### config.mk
export PLATFORM = sky130hd
export DESIGN_NAME = execute
export DESIGN_NICKNAME = d
export VERILOG_FILES = /design/src/common/mips_pkg.sv /design/src/execute.sv
export SDC_FILE = /design/constraint.sdc
export NUM_CORES = 1
export LEC_CHECK = 0
export BUFFER_PORTS_ARGS = -buffer_cell sky130_fd_sc_hd__buf_4
export CORE_AREA = 2 2 147 149
export DETAILED_ROUTE_END_ITERATION = 6
export DIE_AREA = 0 0 149 151
export MAX_ROUTING_LAYER = met4
export PLACE_DENSITY = 0.77
export SYNTH_ARGS = -nofsm -noshare
export SYNTH_HDL_FRONTEND = slang
export SYNTH_SLANG_ARGS = --single-unit
### constraint.sdc
create_clock -name pipeline_clock -period 4.45 [get_ports pipeline_clock]
set_clock_uncertainty 0.2 [all_clocks]
set_input_delay 0 -clock pipeline_clock [delete_from_list [all_inputs] [get_ports pipeline_clock]]
set_output_delay 0 -clock pipeline_clock [all_outputs]
set_load 0.005 [all_outputs]
### src/bench/program.hex
// One 32-bit instruction word per line, word address 0 first
// Column: hex instruction word, then the mnemonic
20010005 // 0  addi $1, $0, 5
2002fff4 // 1  addi $2, $0, -12
00221820 // 2  add  $3, $1, $2
00612022 // 3  sub  $4, $3, $1
0081282a // 4  slt  $5, $4, $1
0024302a // 5  slt  $6, $1, $4
00223824 // 6  and  $7, $1, $2
00224025 // 7  or   $8, $1, $2
ac080004 // 8  sw   $8, 4($0)
00210020 // 9  add  $0, $1, $1
8c090004 // 10 lw   $9, 4($0)
00215020 // 11 add  $10, $1, $1
012a5820 // 12 add  $11, $9, $10
10220004 // 13 beq  $1, $2, 4
00000000 // 14 nop
00000000 // 15 nop
00000000 // 16 nop
114a0005 // 17 beq  $10, $10, 5
00000000 // 18 nop
00000000 // 19 nop
00000000 // 20 nop
200c0077 // 21 addi $12, $0, 0x77
200d0066 // 22 addi $13, $0, 0x66
216e0002 // 23 addi $14, $11, 2
1000ffff // 24 beq  $0, $0, -1
00000000 // 25 nop
00000000 // 26 nop
00000000 // 27 nop
### src/common/mips_pkg.sv
package mips_pkg;

    // Datapath and memory sizes
    localparam int data_width      = 32;
    localparam int pc_width        = 11;
    localparam int reg_addr_width  = 5;
    localparam int reg_count       = 2 ** reg_addr_width;
    localparam int imem_depth      = 64;
    localparam int dmem_depth      = 64;
    localparam int imem_addr_width = $clog2(imem_depth);
    localparam int dmem_addr_width = $clog2(dmem_depth);

    // Program image loaded into instruction memory
    localparam string imem_init_file = "/design/src/bench/program.hex";

    // Primary opcode field, instruction[31:26]
    typedef enum logic [5:0] {
        op_rtype = 6'h00,
        op_beq   = 6'h04,
        op_addi  = 6'h08,
        op_lw    = 6'h23,
        op_sw    = 6'h2b
    } opcode_e;

    // Function field of R-type, instruction[5:0]
    typedef enum logic [5:0] {
        fn_add = 6'h20,
        fn_sub = 6'h22,
        fn_and = 6'h24,
        fn_or  = 6'h25,
        fn_slt = 6'h2a
    } funct_e;

    // Coarse ALU request from decode
    typedef enum logic [1:0] {
        aluop_add   = 2'b00,
        aluop_sub   = 2'b01,
        aluop_funct = 2'b10
    } alu_op_e;

    typedef enum logic [2:0] {
        alu_add = 3'd0,
        alu_sub = 3'd1,
        alu_and = 3'd2,
        alu_or  = 3'd3,
        alu_slt = 3'd4
    } alu_ctrl_e;

    // Operand source chosen by the forwarding unit
    typedef enum logic [1:0] {
        fwd_none = 2'b00,
        fwd_wb   = 2'b01,
        fwd_mem  = 2'b10
    } fwd_sel_e;

endpackage

### src/execute.sv
`timescale 1ns/1ps

module execute import mips_pkg::*; (
    input  logic                      pipeline_clock,
    input  logic                      reset,
    input  logic [data_width-1:0]     data_a,
    input  logic [data_width-1:0]     data_b,
    input  logic [data_width-1:0]     sign_ext,
    input  logic [pc_width-1:0]       branch_target,
    input  logic [reg_addr_width-1:0] rs,
    input  logic [reg_addr_width-1:0] rt,
    input  logic [reg_addr_width-1:0] rd,
    input  logic                      reg_dst,
    input  logic                      alu_src,
    input  alu_op_e                   alu_op,
    input  logic                      mem_to_reg,
    input  logic                      reg_write,
    input  logic                      mem_read,
    input  logic                      mem_write,
    input  logic                      branch,
    input  fwd_sel_e                  forward_a,
    input  fwd_sel_e                  forward_b,
    input  logic [data_width-1:0]     mem_fwd_data,
    input  logic [data_width-1:0]     wb_data,
    output logic [data_width-1:0]     alu_result,
    output logic [data_width-1:0]     store_data,
    output logic [reg_addr_width-1:0] dest,
    output logic                      zero,
    output logic [pc_width-1:0]       branch_target_ex,
    output logic                      mem_to_reg_ex,
    output logic                      reg_write_ex,
    output logic                      mem_read_ex,
    output logic                      mem_write_ex,
    output logic                      branch_ex
);

    logic [data_width-1:0] operand_a;
    logic [data_width-1:0] fwd_b_value;
    logic [data_width-1:0] operand_b;
    logic [data_width-1:0] result;
    funct_e                funct;
    alu_ctrl_e             alu_ctrl;

    function automatic logic [data_width-1:0] select_operand(input fwd_sel_e sel,
                                                             input logic [data_width-1:0] reg_value);
        case (sel)
            fwd_mem: return mem_fwd_data;
            fwd_wb:  return wb_data;
            default: return reg_value;
        endcase
    endfunction

    always_comb begin
        operand_a   = select_operand(forward_a, data_a);
        fwd_b_value = select_operand(forward_b, data_b);
        operand_b   = alu_src ? sign_ext : fwd_b_value;
    end

    // ALU control from the coarse request and the funct field
    assign funct = funct_e'(sign_ext[5:0]);

    always_comb begin
        case (alu_op)
            aluop_sub: alu_ctrl = alu_sub;
            aluop_funct: begin
                case (funct)
                    fn_sub:  alu_ctrl = alu_sub;
                    fn_and:  alu_ctrl = alu_and;
                    fn_or:   alu_ctrl = alu_or;
                    fn_slt:  alu_ctrl = alu_slt;
                    default: alu_ctrl = alu_add;
                endcase
            end
            default: alu_ctrl = alu_add;
        endcase
    end

    always_comb begin
        case (alu_ctrl)
            alu_sub: result = operand_a - operand_b;
            alu_and: result = operand_a & operand_b;
            alu_or:  result = operand_a | operand_b;
            alu_slt: result = {{(data_width-1){1'b0}}, $signed(operand_a) < $signed(operand_b)};
            default: result = operand_a + operand_b;
        endcase
    end

    // EX/MEM register
    always_ff @(posedge pipeline_clock) begin
        if (reset) begin
            alu_result       <= '0;
            store_data       <= '0;
            dest             <= '0;
            zero             <= 1'b0;
            branch_target_ex <= '0;
            mem_to_reg_ex    <= 1'b0;
            reg_write_ex     <= 1'b0;
            mem_read_ex      <= 1'b0;
            mem_write_ex     <= 1'b0;
            branch_ex        <= 1'b0;
        end else begin
            alu_result       <= result;
            store_data       <= fwd_b_value;
            dest             <= reg_dst ? rd : rt;
            zero             <= (result == '0);
            branch_target_ex <= branch_target;
            mem_to_reg_ex    <= mem_to_reg;
            reg_write_ex     <= reg_write;
            mem_read_ex      <= mem_read;
            mem_write_ex     <= mem_write;
            branch_ex        <= branch;
        end
    end

    // A MEM forward of operand A must come from the instruction just ahead
    assert property (@(posedge pipeline_clock) disable iff (reset)
        (forward_a == fwd_mem) |-> (reg_write_ex && dest == rs && rs != '0));

endmodule

==> results.toml <==
[global_routing]
grt_overflow = 0
grt_max_degree = 87
antenna_found_initial = 1
grt_pass1_vias = 11610
grtUsageTotal = 0.3678
grt_pass1_wl_um = 62930

[logic_synthesis]
synthArstFlopShare = 0
syn_area_per_cell_um2 = 6.941
synth_edf_count = 0
yosys-top-cells-count = "161 x nor2_1, 125 x nand2_1, 122 x a21oi_1, 117 x o21ai_0, 102 x ha_1"
synthDistinctLibCells = 82
yosys-top-cells-area = "dfxtp_1 19%, ha_1 14%, a21oi_1 6.6%"
yosysWarnings = 0
ys_ff_latch = 86
yosysSeqAreaShare = 0.1866
synth_area_mm2 = 0.009225
synth_ff_type = "dfxtp_1"
yosysTopAreaCell = "dfxtp_1"
netlist_instances = 1329
synth_most_common_cell = "nor2_1"
synth_top_area_share = 0.1866
synth_nets = 1634

[run_status]
violations = "negative hold slack"
status = "complete, but fails checks"

[timing]
slew_headroom = 0.3494
fin_crit_sh = 0.9598
final_max_slew_viol_count = 0
hold_viol_final = 1
tightest_slew_ns = 0.9759
fin_crit_ns = 4.271
fmax_ghz = 0.2341
finalSetupViolCount = 0
hold_slack_ns = -0.004635

[cells_and_area]
stdcell_count = 2075
layout-drive-gt1-share = 0.2863
final_nets = 2099
area_growth_pct = 50.70
finish.utilization = 0.6676
fillers = 1796

[placement]
place_congestion = 1.096
dp_hpwl_um = 32400
placedCellCount = 1970
portBuffers = 281

[drt]
vias = 12210
drt_pass1_iterations = 6
final_antenna_net_count = 0
drc_errors = 0
drt_iter0_markers = 1173
totalWireLength_um = 41690
via_per_inst = 5.883
wl_per_cell_um = 20.09

[clocking]
cts.path.max_buffers = 2
post_cts_buffers = 0
cts_buffers = 9
cts_sinks = 86
cts_tree = "done"
clk_pin_slew_ns = 0.07
root_buffer = "clkbuf_16"
htreeDepth = 3

[floorplanning]
die_area_mm2 = 0.02250
die_y_um = 151
rows = 53
die_width_um = 149
ios = 287
start_util = 0.4430
core-area_mm2 = 0.02082

[pwr]
power_density_mw_per_mm2 = 299.3
leakagePower_nw = 6.567
ir_drop_v = 0.0001945
p_total_mw = 4.161

[min_path]
hold_depth = 6
holdCritStartpoint = "mem_fwd_data[9]"
hp-class = "in -> reg"
holdPathEnd = "store_data[9]"

[critical_path]
start_kind = "input port"
critPathKind = "in -> reg"
critPathMaxFanout = 11
crit_path_end_kind = "register"
required_ns = 4.52
cp.arrival_ns = 4.34

[flow_run]
maxCapViolCount = 0
cell families after synthesis:
kind of cell / synth area share
AOI/OAI and AO/OA: 0.3650
and+or+nand+nor: 0.2116
DFF: 0.1866
adders and majority gates: 0.1427
buffers and inverters: 0.08084
xor gates and xnor gates: 0.005696
muxes: 0.007596
cell usage in the layout, fill, tap and decap left out, drive strengths merged, types with 16 or more instances in the layout:
cell type,instances
a21o,17
buf,457
ha,102
inv,105
o21ai,120
nor3,24
nor2b,31
a21oi,123
nand2,125
nor2,161
a31oi,16
dfxtp,86
a22oi,68
o31ai,18
o211ai,17
dlygate4sd3,88
through the flow:
stage	setup WS, ns	area, um2	hold WS (ns)	TNS (ns)
finish	0.1787	13900	-0.004635	0
global route	-0.04508	13900	0.03159	-0.04508
CTS	0.08896	13880	0.003568	0
detailed placement	-0.2219	12660	0.01492	-0.2219
global placement	-0.06452	12660	0.008907	-0.06452
floorplan	0.04816	9231	-0.07182	0
per-layer routing:
metal | vias to the layer above | wire [um] | GRT usage | part of all wire
met5 | - | 0 | - | 0
met3 | 116 | 4419 | 0.07892 | 0.11
met1 | 5630 | 17300 | 0.4744 | 0.41
li1 | 5692 | - | - | -
met2 | 770 | 18420 | 0.5643 | 0.44
met4 | 0 | 1561 | 0.1424 | 0.037
layout make-up:
cell class,count,area [um2],share of cell area
timing repair buffer,545,4324,0.3110
inverter,103,386.6,0.02781
sequential,86,1722,0.1238
antenna,1,2.502,0.0001800
clock inverter,7,105.1,0.007560
multi-input combinational,1049,6793,0.4886
clock buffer,9,225.2,0.01620
tap,275,344.1,0.02475
power breakdown:
| part | total, mW | internal [mW] | leakage [nW] | switching (mW) |
|---|---|---|---|---|
| clock | 0.860 | 0.500 | 0.158 | 0.359 |
| sequential | 0.884 | 0.860 | 0.714 | 0.0240 |
| combinational | 2.42 | 1.11 | 5.69 | 1.30 |
| total | 4.16 | 2.47 | 6.57 | 1.69 |
registers in the layout (all words and copies together), names as in the netlist:
register,flops
alu_result,32
store_data,32
branch_target_ex,11
dest,5
branch_ex,1
mem_read_ex,1
mem_to_reg_ex,1
mem_write_ex,1
reg_write_ex,1
zero,1
worst max-delay path, stage by stage:
cell and delay, ns:
buf_4 0.12, ha_1 0.28, buf_4 0.21, a22oi_1 0.20, nor2_1 0.08, a21oi_1 0.23
o21ai_0 0.16, ha_1 0.46, a21oi_1 0.30, o211ai_1 0.21, and2_1 0.22, a221oi_2 0.41
o211ai_1 0.22, xor2_1 0.18, a211oi_1 0.33, nor3_1 0.08, or3_1 0.39, nor4_2 0.25
worst max-delay path by stage:
stage                             from   end  slack [ns]  cells past startpoint
after floorplan           forward_b[0]  zero        0.05                     19
after global placement    forward_b[0]  zero       -0.06                     19
after detailed placement  forward_b[0]  zero       -0.22                     18
after CTS                    data_b[0]  zero        0.09                     16
after global routing      forward_b[0]  zero       -0.05                     20
final                     forward_b[0]  zero        0.18                     18
timing repair:
action                     in CTS  in global routing
resized for setup               0                  8
hold buffers                   88                  0
hold endpoints to repair       53                  0
setup endpoints to repair       0                  2
No activity file was read; power rests on OpenSTA's default activity.
