--- src/bench/program.hex ---
// One 32-bit instruction word per line, word address 0 first
// Column: hex instruction word, then the mnemonic
20010005 // 0  addi $1, $0, 5
2002fff4 // 1  addi $2, $0, -12
00221820 // 2  add  $3, $1, $2
00612022 // 3  sub  $4, $3, $1
0081282a // 4  slt  $5, $4, $1
0024302a // 5  slt  $6, $1, $4
00223824 // 6  and  $7, $1, $2
00224025 // 7  or   $8, $1, $2
ac080004 // 8  sw   $8, 4($0)
00210020 // 9  add  $0, $1, $1
8c090004 // 10 lw   $9, 4($0)
00215020 // 11 add  $10, $1, $1
012a5820 // 12 add  $11, $9, $10
10220004 // 13 beq  $1, $2, 4
00000000 // 14 nop
00000000 // 15 nop
00000000 // 16 nop
114a0005 // 17 beq  $10, $10, 5
00000000 // 18 nop
00000000 // 19 nop
00000000 // 20 nop
200c0077 // 21 addi $12, $0, 0x77
200d0066 // 22 addi $13, $0, 0x66
216e0002 // 23 addi $14, $11, 2
1000ffff // 24 beq  $0, $0, -1
00000000 // 25 nop
00000000 // 26 nop
00000000 // 27 nop
--- src/common/mips_pkg.sv ---
package mips_pkg;

    // Datapath and memory sizes
    localparam int data_width      = 32;
    localparam int pc_width        = 11;
    localparam int reg_addr_width  = 5;
    localparam int reg_count       = 2 ** reg_addr_width;
    localparam int imem_depth      = 64;
    localparam int dmem_depth      = 64;
    localparam int imem_addr_width = $clog2(imem_depth);
    localparam int dmem_addr_width = $clog2(dmem_depth);

    // Program image loaded into instruction memory
    localparam string imem_init_file = "/design/src/bench/program.hex";

    // Primary opcode field, instruction[31:26]
    typedef enum logic [5:0] {
        op_rtype = 6'h00,
        op_beq   = 6'h04,
        op_addi  = 6'h08,
        op_lw    = 6'h23,
        op_sw    = 6'h2b
    } opcode_e;

    // Function field of R-type, instruction[5:0]
    typedef enum logic [5:0] {
        fn_add = 6'h20,
        fn_sub = 6'h22,
        fn_and = 6'h24,
        fn_or  = 6'h25,
        fn_slt = 6'h2a
    } funct_e;

    // Coarse ALU request from decode
    typedef enum logic [1:0] {
        aluop_add   = 2'b00,
        aluop_sub   = 2'b01,
        aluop_funct = 2'b10
    } alu_op_e;

    typedef enum logic [2:0] {
        alu_add = 3'd0,
        alu_sub = 3'd1,
        alu_and = 3'd2,
        alu_or  = 3'd3,
        alu_slt = 3'd4
    } alu_ctrl_e;

    // Operand source chosen by the forwarding unit
    typedef enum logic [1:0] {
        fwd_none = 2'b00,
        fwd_wb   = 2'b01,
        fwd_mem  = 2'b10
    } fwd_sel_e;

endpackage

--- src/instruction_fetch.sv ---
`timescale 1ns/1ps

module instruction_fetch import mips_pkg::*; (
    input  logic                  pipeline_clock,
    input  logic                  reset,
    input  logic                  branch_taken,
    input  logic [pc_width-1:0]   branch_target,
    output logic [pc_width-1:0]   pc,
    output logic [data_width-1:0] instruction
);

    logic [data_width-1:0] imem [imem_depth];
    logic [pc_width-1:0]   pc_current;

    initial begin
        $readmemh(imem_init_file, imem);
    end

    // Program counter, redirected by a branch resolved in MEM
    always_ff @(posedge pipeline_clock) begin
        if (reset) begin
            pc_current <= '0;
        end else if (branch_taken) begin
            pc_current <= branch_target;
        end else begin
            pc_current <= pc_current + 1'b1;
        end
    end

    // IF/ID register
    always_ff @(posedge pipeline_clock) begin
        if (reset) begin
            pc          <= '0;
            instruction <= '0;
        end else begin
            pc          <= pc_current + 1'b1;
            instruction <= imem[pc_current[imem_addr_width-1:0]];
        end
    end

    // Branch targets and fall-through must stay inside the program image
    assert property (@(posedge pipeline_clock) disable iff (reset)
        pc_current < imem_depth);

endmodule

--- config.mk ---
export PLATFORM = sky130hd
export DESIGN_NAME = instruction_fetch
export DESIGN_NICKNAME = d
export VERILOG_FILES = /design/src/common/mips_pkg.sv /design/src/instruction_fetch.sv
export SDC_FILE = /design/constraint.sdc
export NUM_CORES = 1
export LEC_CHECK = 0
export BUFFER_PORTS_ARGS = -buffer_cell sky130_fd_sc_hd__buf_2
export CAP_MARGIN = 20
export CORE_MARGIN = 2
export CORE_UTILIZATION = 40
export CTS_BUF_LIST = sky130_fd_sc_hd__clkbuf_8
export DETAILED_ROUTE_END_ITERATION = 16
export PLACE_DENSITY = 0.72
export REMOVE_ABC_BUFFERS = 1
export SYNTH_ARGS = -nofsm -noshare
export SYNTH_HDL_FRONTEND = slang
export SYNTH_SLANG_ARGS = --single-unit
--- constraint.sdc ---
create_clock -name pipeline_clock -period 2 [get_ports pipeline_clock]
set_input_delay 0.1 -clock pipeline_clock [delete_from_list [all_inputs] [get_ports pipeline_clock]]
set_output_delay 0.1 -clock pipeline_clock [all_outputs]
set_load 0.01 [all_outputs]
==> flow_summary.toml, run 1 <==
[power]
ir_worst_vdd_mv = 0.658
p_leak_uw = 0.000515
cellPowerDensity_mw_per_mm2 = 792
p_total_uw = 918

[drt]
wl_per_cell_um = 10.1
wl_um = 1780
avgViaCountPerCell = 4.62
top_layer_used = "met4"
drc = 0
vias = 809
met2_length_um = 832
drtIter0Drc = 10
dr_wl_met3_um = 207
dr.pass1.iters = 4
ant_nets = 0
wl_met1_um = 710

[cells_and_area]
nFillCells = 257
syn2layout_area_growth_pct = 7.18
final_nets = 161
drive_gt1_share_pct = 22.8
num_antenna_cells = 0

[sta]
clock_skew_ps = 2.01
post-route-period-util_pct = 83.1
fmax_mhz = 602
hold_viol = 0
fin_setup_tns_ps = 0
fin_ws_ps = 338
setup_violations = 0
period_needed_ps = 1660
rsz0062_at_grt = "no"
maxSlewViolCount = 0

[die]
die_h_um = 56.0
initial_utilization_pct = 42.9
die-width_um = 56.0
die_area_sq_mm = 0.00313
ios = 57
coreArea_sq_mm = 0.00252
rows = 18

[placed_design]
port_buffers = 24
post-dp-hpwl_um = 1340
place.gp.congestion = 0.822
preCtsSetupSlack_ps = 343

[critical_path]
crit_fanout = 7
endpoint_kind = "flip-flop"
cp-start-kind = "flip-flop"
crit_type = "flip-flop to flip-flop"
worstPathRequired_ps = 2170
crit_arrival_ps = 1830

[yosys]
synth_seq_area_share_pct = 40.7
synthDistinctLibCells = 24
syn_area_per_cell_sq_um = 8.93
ys_warn_count = 0
ys_ff_latch = 22
netlist_area_sq_mm = 0.00108
syn_inst = 121

[clock_tree]
root_buffer = "clkbuf_8"
cts_hold_buf = 0
path_clk_slew_ps = 80
htreeDepth = 1
post-cts-setup-buffers = 0
cts.repair.resized = 0
cts_sinks = 22
cts_buffers = 3
clk_path_buf_depth = 2
clock_latency_ps = 260
cts_tree = "done"

[global_routing]
grt_start_max_net_pins = 23
grt_pass1_vias = 683
grt_util_all_layers_pct = 11.8
grt_pass1_wl_um = 2860
antenna_found_initial = 0
grt_overflow_total = 0

[run_status]
run_status = "completed"

[min_path]
worst_hold_path_type = "input port to flip-flop"

[job]
maxCapViolations = 0
[sequential cells by signal (all words and copies together) (netlist names)]
| name | cells |
|---|---|
| pc | 11 |
| pc_current | 11 |
[synth_stat cells]
library cell	n	area share [%]
nand2_1	3	1.0
xnor2_1	1	0.81
xor2_1	2	1.6
or4_4	1	1.0
a211oi_1	3	2.1
or3_1	1	0.58
nor2_1	16	5.6
dfxtp_1	22	41
ha_1	1	1.2
or3_2	3	2.1
nand3_4	1	1.6
a21oi_1	7	3.2
nand4_1	4	2.3
o31ai_1	2	1.4
conb_1	1	0.35
a311oi_1	6	4.9
nand3_1	4	1.9
o21ai_0	4	1.9
clkinv_1	1	0.35
or4_1	1	0.69
nor2b_1	1	0.58
mux2i_1	1	0.93
clkbuf_1	3	1.0
buf_4	32	22
[final cells by class]
cell class                      count  area (sq um)  share of cell area (%)
Sequential cell                    22           440                    38.0
Multi-Input combinational cell     94           502                    43.3
Tap cell                           30          37.5                    3.24
Inverter                            1          3.75                   0.324
Clock buffer                        4          55.1                    4.75
Timing Repair Buffer               24           120                    10.4
[worst max-delay path, cell delays in order, from the launching register on]
cell,delay [ps]
dfxtp_1,430
ha_1,260
nand2_1,120
or4_4,490
a311oi_1,270
[metal layers]
metal | global-route usage, % | up-vias
li1 | - | 406
met1 | 12.3 | 360
met2 | 20.0 | 41
met3 | 5.35 | 2
met4 | 6.12 | 0
met5 | 0 | -
[layout by cell type (no fill, tap or decap), drive strengths merged, types with 3 or more instances in the layout]
cell,count
nand3,5
nand4,4
clkbuf,4
a21oi,7
buf,24
or3,4
conb,32
nor2,16
a211oi,3
dfxtp,22
nand2,3
o21ai,4
a311oi,6
[through the flow]
step           cell area [sq um]  std cells  hold WS (ps)  utilization [%]
6_report                    1160        175          81.9             45.9
5_1_grt                     1160        175          92.1             45.9
4_1_cts                     1160        175          83.2             45.9
3_5_place_dp                1100        171           359             43.8
3_3_place_gp                1100        171           342             43.8
2_1_floorplan                946        117           167                -
[worst paths after layout]
check | from | end | slack, ps | depth (start not counted)
max | pc_current[0] | pc_current[10] | 340 | 4
min | branch_target[0] | pc_current[0] | 80 | 3
max reg2reg | pc_current[0] | pc_current[10] | 340 | 4
min reg2reg | pc_current[10] | pc[10] | 510 | 2
[power breakdown]
group | internal, uW | switching, uW
clock | 175 | 137
sequential | 467 | 24.1
combinational | 39.2 | 74.7
total | 682 | 236
[logic make-up after synthesis]
kind of cell,synth area share (%)
DFF,40.7
AOI/OAI and AO/OA,13.4
other,0.347
buffers and inverters,23.6
and+or+nand+nor,17.4
xor gates and xnor gates,2.43
muxes,0.926
adders and majority gates,1.16
Power figures use the tool's default switching activity.
==> run 2: changes to the inputs <==
==> constraint.sdc (replaced) <==
create_clock -name pipeline_clock -period 1.7 [get_ports pipeline_clock]
set_input_delay 0.085 -clock pipeline_clock [delete_from_list [all_inputs] [get_ports pipeline_clock]]
set_output_delay 0.085 -clock pipeline_clock [all_outputs]
set_load 0.01 [all_outputs]
==> flow_summary.toml, run 2 (synthesis gave the netlist of run 1 again) <==
[clock_tree]
clock_latency_ps = 260
cts_hold_buf = 0
post-cts-setup-buffers = 0
cts_sinks = 22
path_clk_slew_ps = 80
clk_path_buf_depth = 2
cts_tree = "done"
cts.repair.resized = 0
cts_buffers = 3
root_buffer = "clkbuf_8"
htreeDepth = 1

[placed_design]
place.gp.congestion = 0.842
dp.cells = 172
post-dp-hpwl_um = 1410
port_buffers = 24

[sta]
period_needed_ps = 1570
clock_skew_ps = 5.66
post-route-period-util_pct = 92.3
fin_setup_tns_ps = 0
hold_viol = 0
maxSlewViolCount = 0
setup_violations = 0
rsz0062_at_grt = "no"
fmax_mhz = 637

[cells_and_area]
syn2layout_area_growth_pct = 9.72
drive_gt1_share_pct = 24.7
final_common_cell = "conb_1"
final_nets = 162
reg_top3 = "pc: 11 flops, pc_current: 11 flops"
fin_cells = 176
num_antenna_cells = 0
layout_common_cells = "conb_1 (32), buf_2 (24), dfxtp_1 (21), nor2_1 (16), a21oi_1 (7)"

[global_routing]
antenna_found_initial = 0
grt_util_all_layers_pct = 12.1
grt_pass1_vias = 740
grt_start_max_net_pins = 23
grt_overflow_total = 0
grt_pass1_wl_um = 3060

[run_status]
run_status = "completed"

[die]
ios = 57
die_area_sq_mm = 0.00313
coreArea_sq_mm = 0.00252
die-width_um = 56.0
die_h_um = 56.0
rows = 18
initial_utilization_pct = 42.9

[drt]
wl_um = 1880
drtIter0Drc = 8
wl_per_cell_um = 10.7
vias = 842
ant_nets = 0
avgViaCountPerCell = 4.78
dr.pass1.iters = 4
drc = 0

[power]
ir_worst_vdd_mv = 0.587
p_leak_uw = 0.000525
cellPowerDensity_mw_per_mm2 = 1010

[critical_path]
rrSetupSlack_ps = 130
path_delay_family = "simple AND/OR/NAND/NOR gates"
reg2reg_from = "pc_current[1]"
crit_arrival_ps = 1730
cp-start-kind = "flip-flop"
slowest_stage = "or4_4"
reg2reg_to = "pc_current[10]"
endpoint_kind = "flip-flop"
worstPathCellList = "ha_2 -> nand2_1 -> or4_4 -> a311oi_1"
worstPathRequired_ps = 1870
reg2reg_depth = 4
crit_type = "flip-flop to flip-flop"
crit_path_max_incr_delay_ps = 500
critPathBufInv = 0
crit_fanout = 5

[min_path]
worst_hold_path_type = "input port to flip-flop"
hp-start = "branch_target[0]"
holdPathEnd = "pc_current[0]"
hold_path_depth = 3

[job]
maxCapViolations = 0
## run 2: cell count changes in the layout (fill, tap and decap cells not counted), sizes merged
cell / delta
buf: +1
bufinv: +1
clkbuf: -1
## run 2: cell type report
type | count | area, sq um
fill | 266 | 1340
multi-input combinational | 94 | 504
clock buffer | 3 | 41.3
timing repair buffer | 25 | 128
inverter | 1 | 3.75
sequential | 22 | 442
clock inverter | 1 | 30.0
tap | 30 | 37.5
## run 2: power by group
group | total [uW] | internal (uW) | switching [uW]
clock | 481 | 315 | 167
sequential | 577 | 550 | 27.2
combinational | 140 | 48.8 | 91.5
## run 2: worst register-to-register path: cells and delay by family, from the launching register on
kind                       cells  cell delay (ps)
AOI/OAI and AO/OA              1              290
adders and majority gates      1              220
DFF                            1              370
and+or+nand+nor                2              600
## run 2: per-layer routing
| layer | vias to the layer above | part of all wire [%] | global-route usage [%] |
|---|---|---|---|
| li1 | 409 | - | - |
| met1 | 385 | 41 | 13.9 |
| met2 | 43 | 47 | 19.8 |
| met3 | 5 | 11 | 3.95 |
| met4 | 0 | 2.0 | 6.12 |
| met5 | - | 0 | 0 |
## run 2: worst max-delay path by stage
stage | from | end | slack [ps] | depth (start not counted)
2_1_floorplan | pc_current[0] | pc_current[10] | 170 | 4
3_3_place_gp | pc_current[1] | pc_current[10] | 170 | 4
3_5_place_dp | pc_current[1] | pc_current[10] | 80 | 4
4_1_cts | pc_current[1] | pc_current[10] | 70 | 4
5_1_grt | pc_current[1] | pc_current[10] | 30 | 4
6_report | pc_current[1] | pc_current[10] | 130 | 4
## run 2: metrics by stage
| stage | setup slack, ps | hold slack (ps) | instance area (sq um) | utilization (%) | total power (uW) |
|---|---|---|---|---|---|
| after floorplan | 173 | 152 | 946 | - | 671 |
| after global placement | 170 | 332 | 1110 | 44.0 | 722 |
| after detailed placement | 84.4 | 324 | 1110 | 44.0 | 727 |
| after CTS | 68.7 | 49.8 | 1180 | 46.9 | 1200 |
| after global routing | 28.4 | 61.1 | 1190 | 47.0 | 1250 |
| final | 131 | 56.7 | 1190 | 47.0 | 1200 |
