--- config.mk ---
export PLATFORM = sky130hd
export DESIGN_NAME = forwarding_unit
export DESIGN_NICKNAME = d
export VERILOG_FILES = /design/src/common/mips_pkg.sv /design/src/forwarding_unit.sv
export SDC_FILE = /design/constraint.sdc
export NUM_CORES = 1
export LEC_CHECK = 0
export ABC_AREA = 1
export BUFFER_PORTS_ARGS = -buffer_cell sky130_fd_sc_hd__buf_2
export CORE_AREA = 2 2 39 41
export DETAILED_ROUTE_END_ITERATION = 6
export DIE_AREA = 0 0 41 43
export PLACE_DENSITY = 0.61
export SYNTH_ARGS = -nofsm -noshare
export SYNTH_HDL_FRONTEND = slang
export SYNTH_SLANG_ARGS = --single-unit
--- constraint.sdc ---
create_clock -name vclk -period 1.68
set_input_delay 0.336 -clock vclk [all_inputs]
set_output_delay 0.336 -clock vclk [all_outputs]
set_load 0.01 [all_outputs]
--- src/bench/program.hex ---
// One 32-bit instruction word per line, word address 0 first
// Column: hex instruction word, then the mnemonic
20010005 // 0  addi $1, $0, 5
2002fff4 // 1  addi $2, $0, -12
00221820 // 2  add  $3, $1, $2
00612022 // 3  sub  $4, $3, $1
0081282a // 4  slt  $5, $4, $1
0024302a // 5  slt  $6, $1, $4
00223824 // 6  and  $7, $1, $2
00224025 // 7  or   $8, $1, $2
ac080004 // 8  sw   $8, 4($0)
00210020 // 9  add  $0, $1, $1
8c090004 // 10 lw   $9, 4($0)
00215020 // 11 add  $10, $1, $1
012a5820 // 12 add  $11, $9, $10
10220004 // 13 beq  $1, $2, 4
00000000 // 14 nop
00000000 // 15 nop
00000000 // 16 nop
114a0005 // 17 beq  $10, $10, 5
00000000 // 18 nop
00000000 // 19 nop
00000000 // 20 nop
200c0077 // 21 addi $12, $0, 0x77
200d0066 // 22 addi $13, $0, 0x66
216e0002 // 23 addi $14, $11, 2
1000ffff // 24 beq  $0, $0, -1
00000000 // 25 nop
00000000 // 26 nop
00000000 // 27 nop
--- src/common/mips_pkg.sv ---
package mips_pkg;

    // Datapath and memory sizes
    localparam int data_width      = 32;
    localparam int pc_width        = 11;
    localparam int reg_addr_width  = 5;
    localparam int reg_count       = 2 ** reg_addr_width;
    localparam int imem_depth      = 64;
    localparam int dmem_depth      = 64;
    localparam int imem_addr_width = $clog2(imem_depth);
    localparam int dmem_addr_width = $clog2(dmem_depth);

    // Program image loaded into instruction memory
    localparam string imem_init_file = "/design/src/bench/program.hex";

    // Primary opcode field, instruction[31:26]
    typedef enum logic [5:0] {
        op_rtype = 6'h00,
        op_beq   = 6'h04,
        op_addi  = 6'h08,
        op_lw    = 6'h23,
        op_sw    = 6'h2b
    } opcode_e;

    // Function field of R-type, instruction[5:0]
    typedef enum logic [5:0] {
        fn_add = 6'h20,
        fn_sub = 6'h22,
        fn_and = 6'h24,
        fn_or  = 6'h25,
        fn_slt = 6'h2a
    } funct_e;

    // Coarse ALU request from decode
    typedef enum logic [1:0] {
        aluop_add   = 2'b00,
        aluop_sub   = 2'b01,
        aluop_funct = 2'b10
    } alu_op_e;

    typedef enum logic [2:0] {
        alu_add = 3'd0,
        alu_sub = 3'd1,
        alu_and = 3'd2,
        alu_or  = 3'd3,
        alu_slt = 3'd4
    } alu_ctrl_e;

    // Operand source chosen by the forwarding unit
    typedef enum logic [1:0] {
        fwd_none = 2'b00,
        fwd_wb   = 2'b01,
        fwd_mem  = 2'b10
    } fwd_sel_e;

endpackage

--- src/forwarding_unit.sv ---
`timescale 1ns/1ps

module forwarding_unit import mips_pkg::*; (
    input  logic [reg_addr_width-1:0] ex_mem_rd,
    input  logic                      ex_mem_reg_write,
    input  logic [reg_addr_width-1:0] mem_wb_rd,
    input  logic                      mem_wb_reg_write,
    input  logic [reg_addr_width-1:0] id_ex_rs,
    input  logic [reg_addr_width-1:0] id_ex_rt,
    output fwd_sel_e                  forward_a,
    output fwd_sel_e                  forward_b
);

    // Younger result in EX/MEM wins over MEM/WB
    function automatic fwd_sel_e pick_source(input logic [reg_addr_width-1:0] src);
        if (ex_mem_reg_write && ex_mem_rd != '0 && ex_mem_rd == src) begin
            return fwd_mem;
        end
        if (mem_wb_reg_write && mem_wb_rd != '0 && mem_wb_rd == src) begin
            return fwd_wb;
        end
        return fwd_none;
    endfunction

    always_comb begin
        forward_a = pick_source(id_ex_rs);
        forward_b = pick_source(id_ex_rt);
    end

    always_comb begin
        assert final (id_ex_rs != '0 || forward_a == fwd_none);
        assert final (id_ex_rt != '0 || forward_b == fwd_none);
    end

endmodule

==> results of run 1 <==
==> metal layers <==
metal,GRT usage,wire [um]
met5,0,0
met4,0,0
met3,0.00524,97
met2,0.200,458
met1,0.149,402
==> final cells by class <==
class                      instances  area (um^2)  area share
multi-input combinational         64          308       0.599
timing repair buffer              26          130       0.253
inverter                          15         56.3       0.109
tap                               16         20.0      0.0389
==> where the power goes <==
group / leakage, nW / internal, mW / switching (mW)
registers: 0 / 0 / 0
logic: 0.340 / 0.0518 / 0.0598
clock network: 0 / 0 / 0
total: 0.340 / 0.0518 / 0.0598
==> worst min-delay path by stage <==
| stage | slack, ns | depth (start not counted) | to | from |
|---|---|---|---|---|
| finish | 1.02 | 4 | forward_a[1] | ex_mem_reg_write |
| global route | 1.05 | 4 | forward_b[1] | ex_mem_reg_write |
| CTS | 1.03 | 4 | forward_a[1] | ex_mem_reg_write |
| detailed placement | 1.03 | 4 | forward_a[1] | ex_mem_reg_write |
| global placement | 1.03 | 4 | forward_a[1] | ex_mem_reg_write |
| floorplan | 0.79 | 2 | forward_a[1] | ex_mem_reg_write |
==> metrics by stage <==
stage / cell area (um^2) / total power [mW] / hold WS [ns] / util / setup slack (ns)
finish: 514 / 0.112 / 1.02 / 0.372 / 0.271
detailed placement: 514 / 0.113 / 1.03 / 0.372 / 0.262
global placement: 514 / 0.112 / 1.03 / 0.372 / 0.273
floorplan: 364 / 0.0611 / 0.790 / - / 0.482
global route: 514 / 0.127 / 1.05 / 0.372 / 0.104
CTS: 514 / 0.113 / 1.03 / 0.372 / 0.258
==> cell families (layout without fill, tap and decap cells) <==
kind of cell	Yosys count	in the layout	synth area share
compound gates	1	1	0.0137
simple gates	53	53	0.591
buf+inv	15	41	0.155
xor+xnor	10	10	0.241
==> cell usage in the layout (no fill, tap or decap), drive strengths merged <==
cell type,n
nand2,32
buf,26
nor2,15
inv,15
xnor2,6
nand3,5
xor2,4
nand4,1
o21ai,1
==> results.py, run 1 <==
metrics = {
    "timing": {
        "min_period_over_period": 0.839,
        "slew_headroom": 0.903,
        "report.final.setup_viol": 0,
        "final.setup.tns_ns": 0,
        "finalHoldViolations": 0,
        "slew_violations": 0,
        "clock.fmax_mhz": 710,
        "min_period_ns": 1.41,
        "tightestPinTransition_ns": 0.144,
        "setup_repair_after_global_routing_missed_its_margin": "no",
    },
    "placed_design": {
        "dp.cells": 121,
        "place_congestion": 0.777,
        "place_hpwl_um": 885,
        "port-buffer-count": 26,
    },
    "floorplan": {
        "die-area_um2": 1760,
        "initial_utilization": 0.263,
        "floorplan.die.width_um": 41,
        "core-area_um2": 1380,
        "io_pins": 26,
        "fp-row-count": 14,
        "fp.dieH_um": 43,
    },
    "logic_synthesis": {
        "synth_cells": 79,
        "synth_top_cells_by_count": "31 x sky130_fd_sc_hd__nand2_1, 13 x sky130_fd_sc_hd__nor2_1, 12 x sky130_fd_sc_hd__inv_1, 6 x sky130_fd_sc_hd__xnor2_1, 5 x sky130_fd_sc_hd__nand3_1",
        "synth.avg_cell_area_um2": 4.61,
        "fraction_of_the_yosys_area_taken_by_sequential_cells": 0,
        "netlist.top_cell.by_area": "sky130_fd_sc_hd__nand2_1",
        "synth_cell_types": 11,
        "mappedNetlistArea_um2": 364,
        "synthesis.nets": 101,
        "yosys.area.top_type_share": 0.320,
        "count_of_warnings_emitted_by_yosys": 0,
        "synthMostInstantiatedCell": "sky130_fd_sc_hd__nand2_1",
        "synth_area_leaders": "sky130_fd_sc_hd__nand2_1 32%, sky130_fd_sc_hd__xnor2_1 14%, sky130_fd_sc_hd__nor2_1 13%",
    },
    "finish": {
        "antenna-diode-count": 0,
        "nFlopsAndLatches": 0,
        "stdcell_count": 121,
        "nets": 129,
        "drive_gt1_frac": 0.305,
        "syn2layout_area_growth_pct": 41.2,
        "layout.filler_cells": 164,
        "layout.clock_buffers": 0,
        "ff_latch_area_um2": 0,
    },
    "worst_setup_path": {
        "worst_setup_path_start_kind": "primary input",
        "cp-end-kind": "output pin",
        "critPathRequiredTime_ns": 1.34,
        "launching_element_of_the_worst_setup_path": "ex_mem_rd[0]",
        "cp-endpoint": "forward_a[0]",
        "critPathKind": "in2out",
        "worstPathBufferInverterCount": 3,
        "crit_chain": "buf_2, inv_2, nand2_1, o21ai_0, nor2_1, nand3_1, nor2_2, nor2_1, buf_2",
        "crit_cells": 9,
        "cp_slowest_cell": "sky130_fd_sc_hd__buf_2",
        "timing.critical_path.fanout_max": 3,
        "critPathTopFamily": "simple AND/OR/NAND/NOR gates",
        "crit_arrival_ns": 1.07,
        "timing.critical_path.slowest_cell_delay_ns": 0.13,
    },
    "drt": {
        "route.detailed.wl_per_inst_um": 7.93,
        "drc": 0,
        "drt_wl_total_um": 959,
        "dr_total_vias": 499,
        "drtPass1Iterations": 2,
        "detail_route.vias_per_cell": 4.12,
        "detail-route-antenna-nets": 0,
        "detail_route.iter0.violations": 1,
    },
    "clock_network": {
        "post_cts_resized": 0,
        "cts_post_setup_buffers_inserted": 0,
        "cts.hold.buffers_added": 0,
    },
    "power_and_ir_drop": {
        "total_leakage_power_nw": 0.340,
        "power_density_nw_per_um2": 217,
        "power.ir.vdd_worst_uv": 67.5,
    },
    "grt": {
        "vias_in_the_first_global_route": 374,
        "grt_start_max_net_pins": 5,
        "grt_util_all_layers": 0.112,
        "antenna_found_initial": 0,
        "grt_first_pass_wirelength_mm": 1.45,
        "globalRoute.totalOverflow": 0,
    },
    "worst_hold_path": {
        "min_path_type": "in2out",
    },
    "run": {
        "max_cap_viol_count": 0,
    },
    "run_status": {
        "status": "finished clean",
    },
}
(Power assumes the default switching activity.)
==> inputs of run 2 (changes only) <==
Clock period 1.68 ns to 1.4 ns, I/O delays scaled along.
==> run 2 against run 1 <==
Via count is 1.2% higher; die area stayed put; combinational power up 31%; largest power group unchanged; critical path type unchanged.
==> results.py, run 2 (same netlist as run 1, synthesis figures left out) <==
metrics = {
    "run_status": {
        "status": "finished clean",
    },
    "timing": {
        "slew_violations": 0,
        "holdWs_ns": 0.906,
        "tightestPinTransition_ns": 0.144,
        "min_period_ns": 1.29,
        "finalHoldViolations": 0,
        "clock.fmax_mhz": 775,
        "slew_headroom": 0.903,
        "min_period_over_period": 0.922,
        "report.final.setup_viol": 0,
        "final.setup.tns_ns": 0,
    },
    "floorplan": {
        "core-area_um2": 1380,
        "io_pins": 26,
        "fp-row-count": 14,
        "die-area_um2": 1760,
        "initial_utilization": 0.263,
        "floorplan.die.width_um": 41,
        "fp.dieH_um": 43,
    },
    "drt": {
        "detail_route.vias_per_cell": 4.17,
        "detail_route.iter0.violations": 0,
        "drtPass1Iterations": 1,
        "drt_wl_total_um": 963,
        "route.detailed.wl_per_inst_um": 7.96,
        "detail-route-antenna-nets": 0,
        "drc": 0,
        "dr_total_vias": 505,
    },
    "finish": {
        "layout.filler_cells": 161,
        "syn2layout_area_growth_pct": 51.5,
        "antenna-diode-count": 0,
        "nFlopsAndLatches": 0,
        "post-route-util": 0.399,
        "top_library_cells_by_usage_in_the_layout_fill_and_taps_aside": "31 x sky130_fd_sc_hd__nand2_1, 21 x sky130_fd_sc_hd__buf_2, 13 x sky130_fd_sc_hd__nor2_1",
        "ff_latch_area_um2": 0,
        "drive_gt1_frac": 0.333,
        "multi_input_comb_area_um2": 315,
        "nets": 129,
        "mostFrequentLayoutCell": "sky130_fd_sc_hd__nand2_1",
        "layout.clock_buffers": 0,
    },
    "worst_setup_path": {
        "worst_setup_path_start_kind": "primary input",
        "launching_element_of_the_worst_setup_path": "ex_mem_rd[3]",
        "timing.critical_path.fanout_max": 3,
        "critPathKind": "in2out",
        "critPathRequiredTime_ns": 1.12,
        "crit_arrival_ns": 1.01,
        "cp-end-kind": "output pin",
    },
    "clock_network": {
        "cts.hold.buffers_added": 0,
        "cts_post_setup_buffers_inserted": 0,
        "post_cts_resized": 0,
    },
    "grt": {
        "grt_util_all_layers": 0.112,
        "antenna_found_initial": 0,
        "vias_in_the_first_global_route": 374,
        "globalRoute.totalOverflow": 0,
        "grt_start_max_net_pins": 5,
        "grt_first_pass_wirelength_mm": 1.45,
    },
    "power_and_ir_drop": {
        "power_density_nw_per_um2": 266,
        "total_leakage_power_nw": 0.354,
        "power.ir.vdd_worst_uv": 84.3,
        "pnr_total_power_mw": 0.147,
    },
    "placed_design": {
        "place_hpwl_um": 885,
        "place_congestion": 0.777,
        "port-buffer-count": 26,
    },
    "run": {
        "max_cap_viol_count": 0,
    },
    "worst_hold_path": {
        "min_path_type": "in2out",
        "hold_path.startpoint": "ex_mem_reg_write",
    },
}
[run 2: report_power, final]
| part | leakage [nW] | switching (mW) | internal, mW |
|---|---|---|---|
| combinational | 0.354 | 0.0738 | 0.0727 |
| sequential | 0 | 0 | 0 |
| clock | 0 | 0 | 0 |
[run 2: metrics by stage]
step           setup slack [ns]  instances  instance area [um^2]
5_1_grt                -0.00704        121                   552
6_report                  0.109        121                   552
4_1_cts                  0.0904        121                   514
3_5_place_dp             0.0943        121                   514
2_1_floorplan             0.314         79                   364
3_3_place_gp              0.105        121                   514
[run 2: worst max-delay path, cell delays in order]
cell                      delay (ns)
sky130_fd_sc_hd__buf_2          0.10
sky130_fd_sc_hd__inv_2          0.04
sky130_fd_sc_hd__nand2_1        0.05
sky130_fd_sc_hd__nand2_1        0.05
sky130_fd_sc_hd__nor2_1         0.10
sky130_fd_sc_hd__nand3_1        0.08
sky130_fd_sc_hd__nor2_2         0.12
sky130_fd_sc_hd__nor2_1         0.05
sky130_fd_sc_hd__buf_2          0.13
[run 2: final cells by class]
| class | count | share of cell area |
|---|---|---|
| Inverter | 15 | 0.107 |
| Timing Repair Buffer | 26 | 0.286 |
| Multi-Input combinational cell | 64 | 0.571 |
| Tap cell | 16 | 0.0363 |
[run 2: final timing paths]
path      endpoint  slack (ns)  cells after the start
max   forward_a[0]        0.11                      9
min   forward_a[1]        0.91                      4
[run 2: per-layer routing]
layer	vias to the layer above	GRT usage	wire, um
met3	0	0.00524	95
met5	-	0	0
met4	0	0	0
met1	203	0.149	396
li1	285	-	-
met2	17	0.200	471
==> inputs of run 3 (changes only) <==
Settings changed: CELL_PAD_IN_SITES_DETAIL_PLACEMENT set to 1, CELL_PAD_IN_SITES_GLOBAL_PLACEMENT set to 1, CORE_AREA 2 2 39 41 to unset, CORE_MARGIN set to 2, CORE_UTILIZATION set to 25, DIE_AREA 0 0 41 43 to unset, PLACE_DENSITY 0.61 to 0.88.
==> run 3 against run 2 <==
Via count rose by 6.5%; global-route usage up 4.0 points; combinational power rose by 10%; design area grew 4.1%; sequential share of layout area stayed put; maximum frequency decreased by 1.6%; critical path type unchanged; die area is 0.82% higher; final cell count fell by 0.83%.
==> results.py, run 3 (same netlist as run 1, synthesis figures left out) <==
metrics = {
    "timing": {
        "min_period_ns": 1.31,
        "report.final.setup_viol": 0,
        "clock.fmax_mhz": 762,
        "slew_headroom": 0.885,
        "final.setup.tns_ns": 0,
        "fin_ws_ns": 0.0880,
        "finalHoldViolations": 0,
        "tightestPinTransition_ns": 0.172,
        "slew_violations": 0,
        "min_period_over_period": 0.937,
    },
    "placed_design": {
        "dpl_worst_slack_ns": 0.0423,
        "place_hpwl_mm": 1.22,
        "dp.cells": 120,
        "place_congestion": 0.850,
        "port-buffer-count": 26,
    },
    "floorplan": {
        "fp.dieH_um": 42.2,
        "die-area_um2": 1780,
        "core-area_um2": 1330,
        "floorplan.die.width_um": 42.2,
        "initial_utilization": 0.273,
        "io_pins": 26,
        "fp-row-count": 13,
    },
    "finish": {
        "drive_gt1_frac": 0.381,
        "stdcell_count": 120,
        "nFlopsAndLatches": 0,
        "antenna-diode-count": 0,
        "layout.clock_buffers": 0,
        "syn2layout_area_growth_pct": 57.7,
        "top_library_cells_by_usage_in_the_layout_fill_and_taps_aside": "28 x sky130_fd_sc_hd__nand2_1, 16 x sky130_fd_sc_hd__buf_2, 13 x sky130_fd_sc_hd__nor2_1",
        "ff_latch_area_um2": 0,
        "nets": 129,
        "post-route-util": 0.431,
        "mostFrequentLayoutCell": "sky130_fd_sc_hd__nand2_1",
    },
    "power_and_ir_drop": {
        "power_frac_seq": 0,
        "total_switching_power_mw": 0.0834,
        "pnr_total_power_mw": 0.162,
        "power_report.internal_total_mw": 0.0790,
        "total_leakage_power_nw": 0.355,
        "p_sw_frac": 0.513,
        "p_clk_frac": 0,
        "power_frac_comb": 1.000,
        "power.ir.vdd_worst_uv": 94.9,
        "power_density_nw_per_um2": 283,
    },
    "worst_setup_path": {
        "critPathKind": "in2out",
        "critPathRequiredTime_ns": 1.12,
        "crit_arrival_ns": 1.03,
        "cp-end-kind": "output pin",
        "worst_setup_path_start_kind": "primary input",
        "timing.critical_path.fanout_max": 3,
    },
    "drt": {
        "dr_total_vias": 538,
        "route.detailed.wl_per_inst_um": 11.2,
        "detail-route-antenna-nets": 0,
        "drt_wl_total_mm": 1.35,
        "drtPass1Iterations": 4,
        "drc": 0,
        "detail_route.vias_per_cell": 4.48,
        "detail_route.iter0.violations": 4,
    },
    "grt": {
        "globalRoute.totalOverflow": 0,
        "antenna_found_initial": 0,
        "grt_util_all_layers": 0.152,
        "grt_start_max_net_pins": 5,
        "vias_in_the_first_global_route": 526,
        "grt_first_pass_wirelength_mm": 2.19,
    },
    "run_status": {
        "status": "finished clean",
    },
    "run": {
        "max_cap_viol_count": 0,
    },
    "worst_hold_path": {
        "min_path_type": "in2out",
    },
}
-- run 3: changes by cell type in the layout (fill, tap and decap cells not counted) --
cell,previous run,this run
sky130_fd_sc_hd__nand2_2,1,4
sky130_fd_sc_hd__buf_2,21,16
sky130_fd_sc_hd__inv_2,4,7
sky130_fd_sc_hd__xnor2_2,1,0
sky130_fd_sc_hd__buf_6,4,7
sky130_fd_sc_hd__buf_4,1,3
sky130_fd_sc_hd__inv_1,10,7
sky130_fd_sc_hd__nand2_1,31,28
sky130_fd_sc_hd__xnor2_1,5,6
-- run 3: final timing paths --
kind / cells past startpoint / endpoint / start
worst min-delay path: 4 / forward_b[1] / ex_mem_reg_write
worst max-delay path: 8 / forward_a[0] / id_ex_rs[1]
-- run 3: worst max-delay path, stage by stage --
cell                      delay [ns]
sky130_fd_sc_hd__buf_2          0.11
sky130_fd_sc_hd__inv_2          0.07
sky130_fd_sc_hd__o21ai_1        0.05
sky130_fd_sc_hd__nor2_1         0.10
sky130_fd_sc_hd__nand3_1        0.09
sky130_fd_sc_hd__nor2_2         0.14
sky130_fd_sc_hd__nor2_1         0.05
sky130_fd_sc_hd__buf_2          0.13
-- run 3: repair_timing --
action | in CTS | in global routing
endpoints found under the hold margin | 0 | 0
buffers inserted | 0 | 0
hold buffers | 0 | 0
endpoints found under the setup margin | 0 | 3
gates resized for setup | 0 | 26
-- run 3: layout make-up --
cell class                 instances  area, um^2
multi-input combinational         64         315
fill                             202         759
timing repair buffer              26         181
inverter                          15        58.8
tap                               15        18.8
-- run 3: power groups by stage --
stage                     Sequential, mW  Clock [mW]  Combinational [mW]
after floorplan                        0           0              0.0733
final                                  0           0               0.162
after global routing                   0           0               0.183
after CTS                              0           0               0.143
after global placement                 0           0               0.135
after detailed placement               0           0               0.142
-- run 3: layer usage --
layer  track usage  up-vias  routed length [um]
met5             0        -                   0
met2         0.320       11                 739
met1         0.175      245                 565
li1              -      282                   -
met4             0        0                   0
met3       0.00431        0                  44
-- run 3: through the flow --
step | hold WS [ns] | instance area, um^2
final | 0.909 | 574
after global routing | 0.931 | 574
after CTS | 0.919 | 513
after detailed placement | 0.918 | 513
after global placement | 0.915 | 513
after floorplan | 0.678 | 364
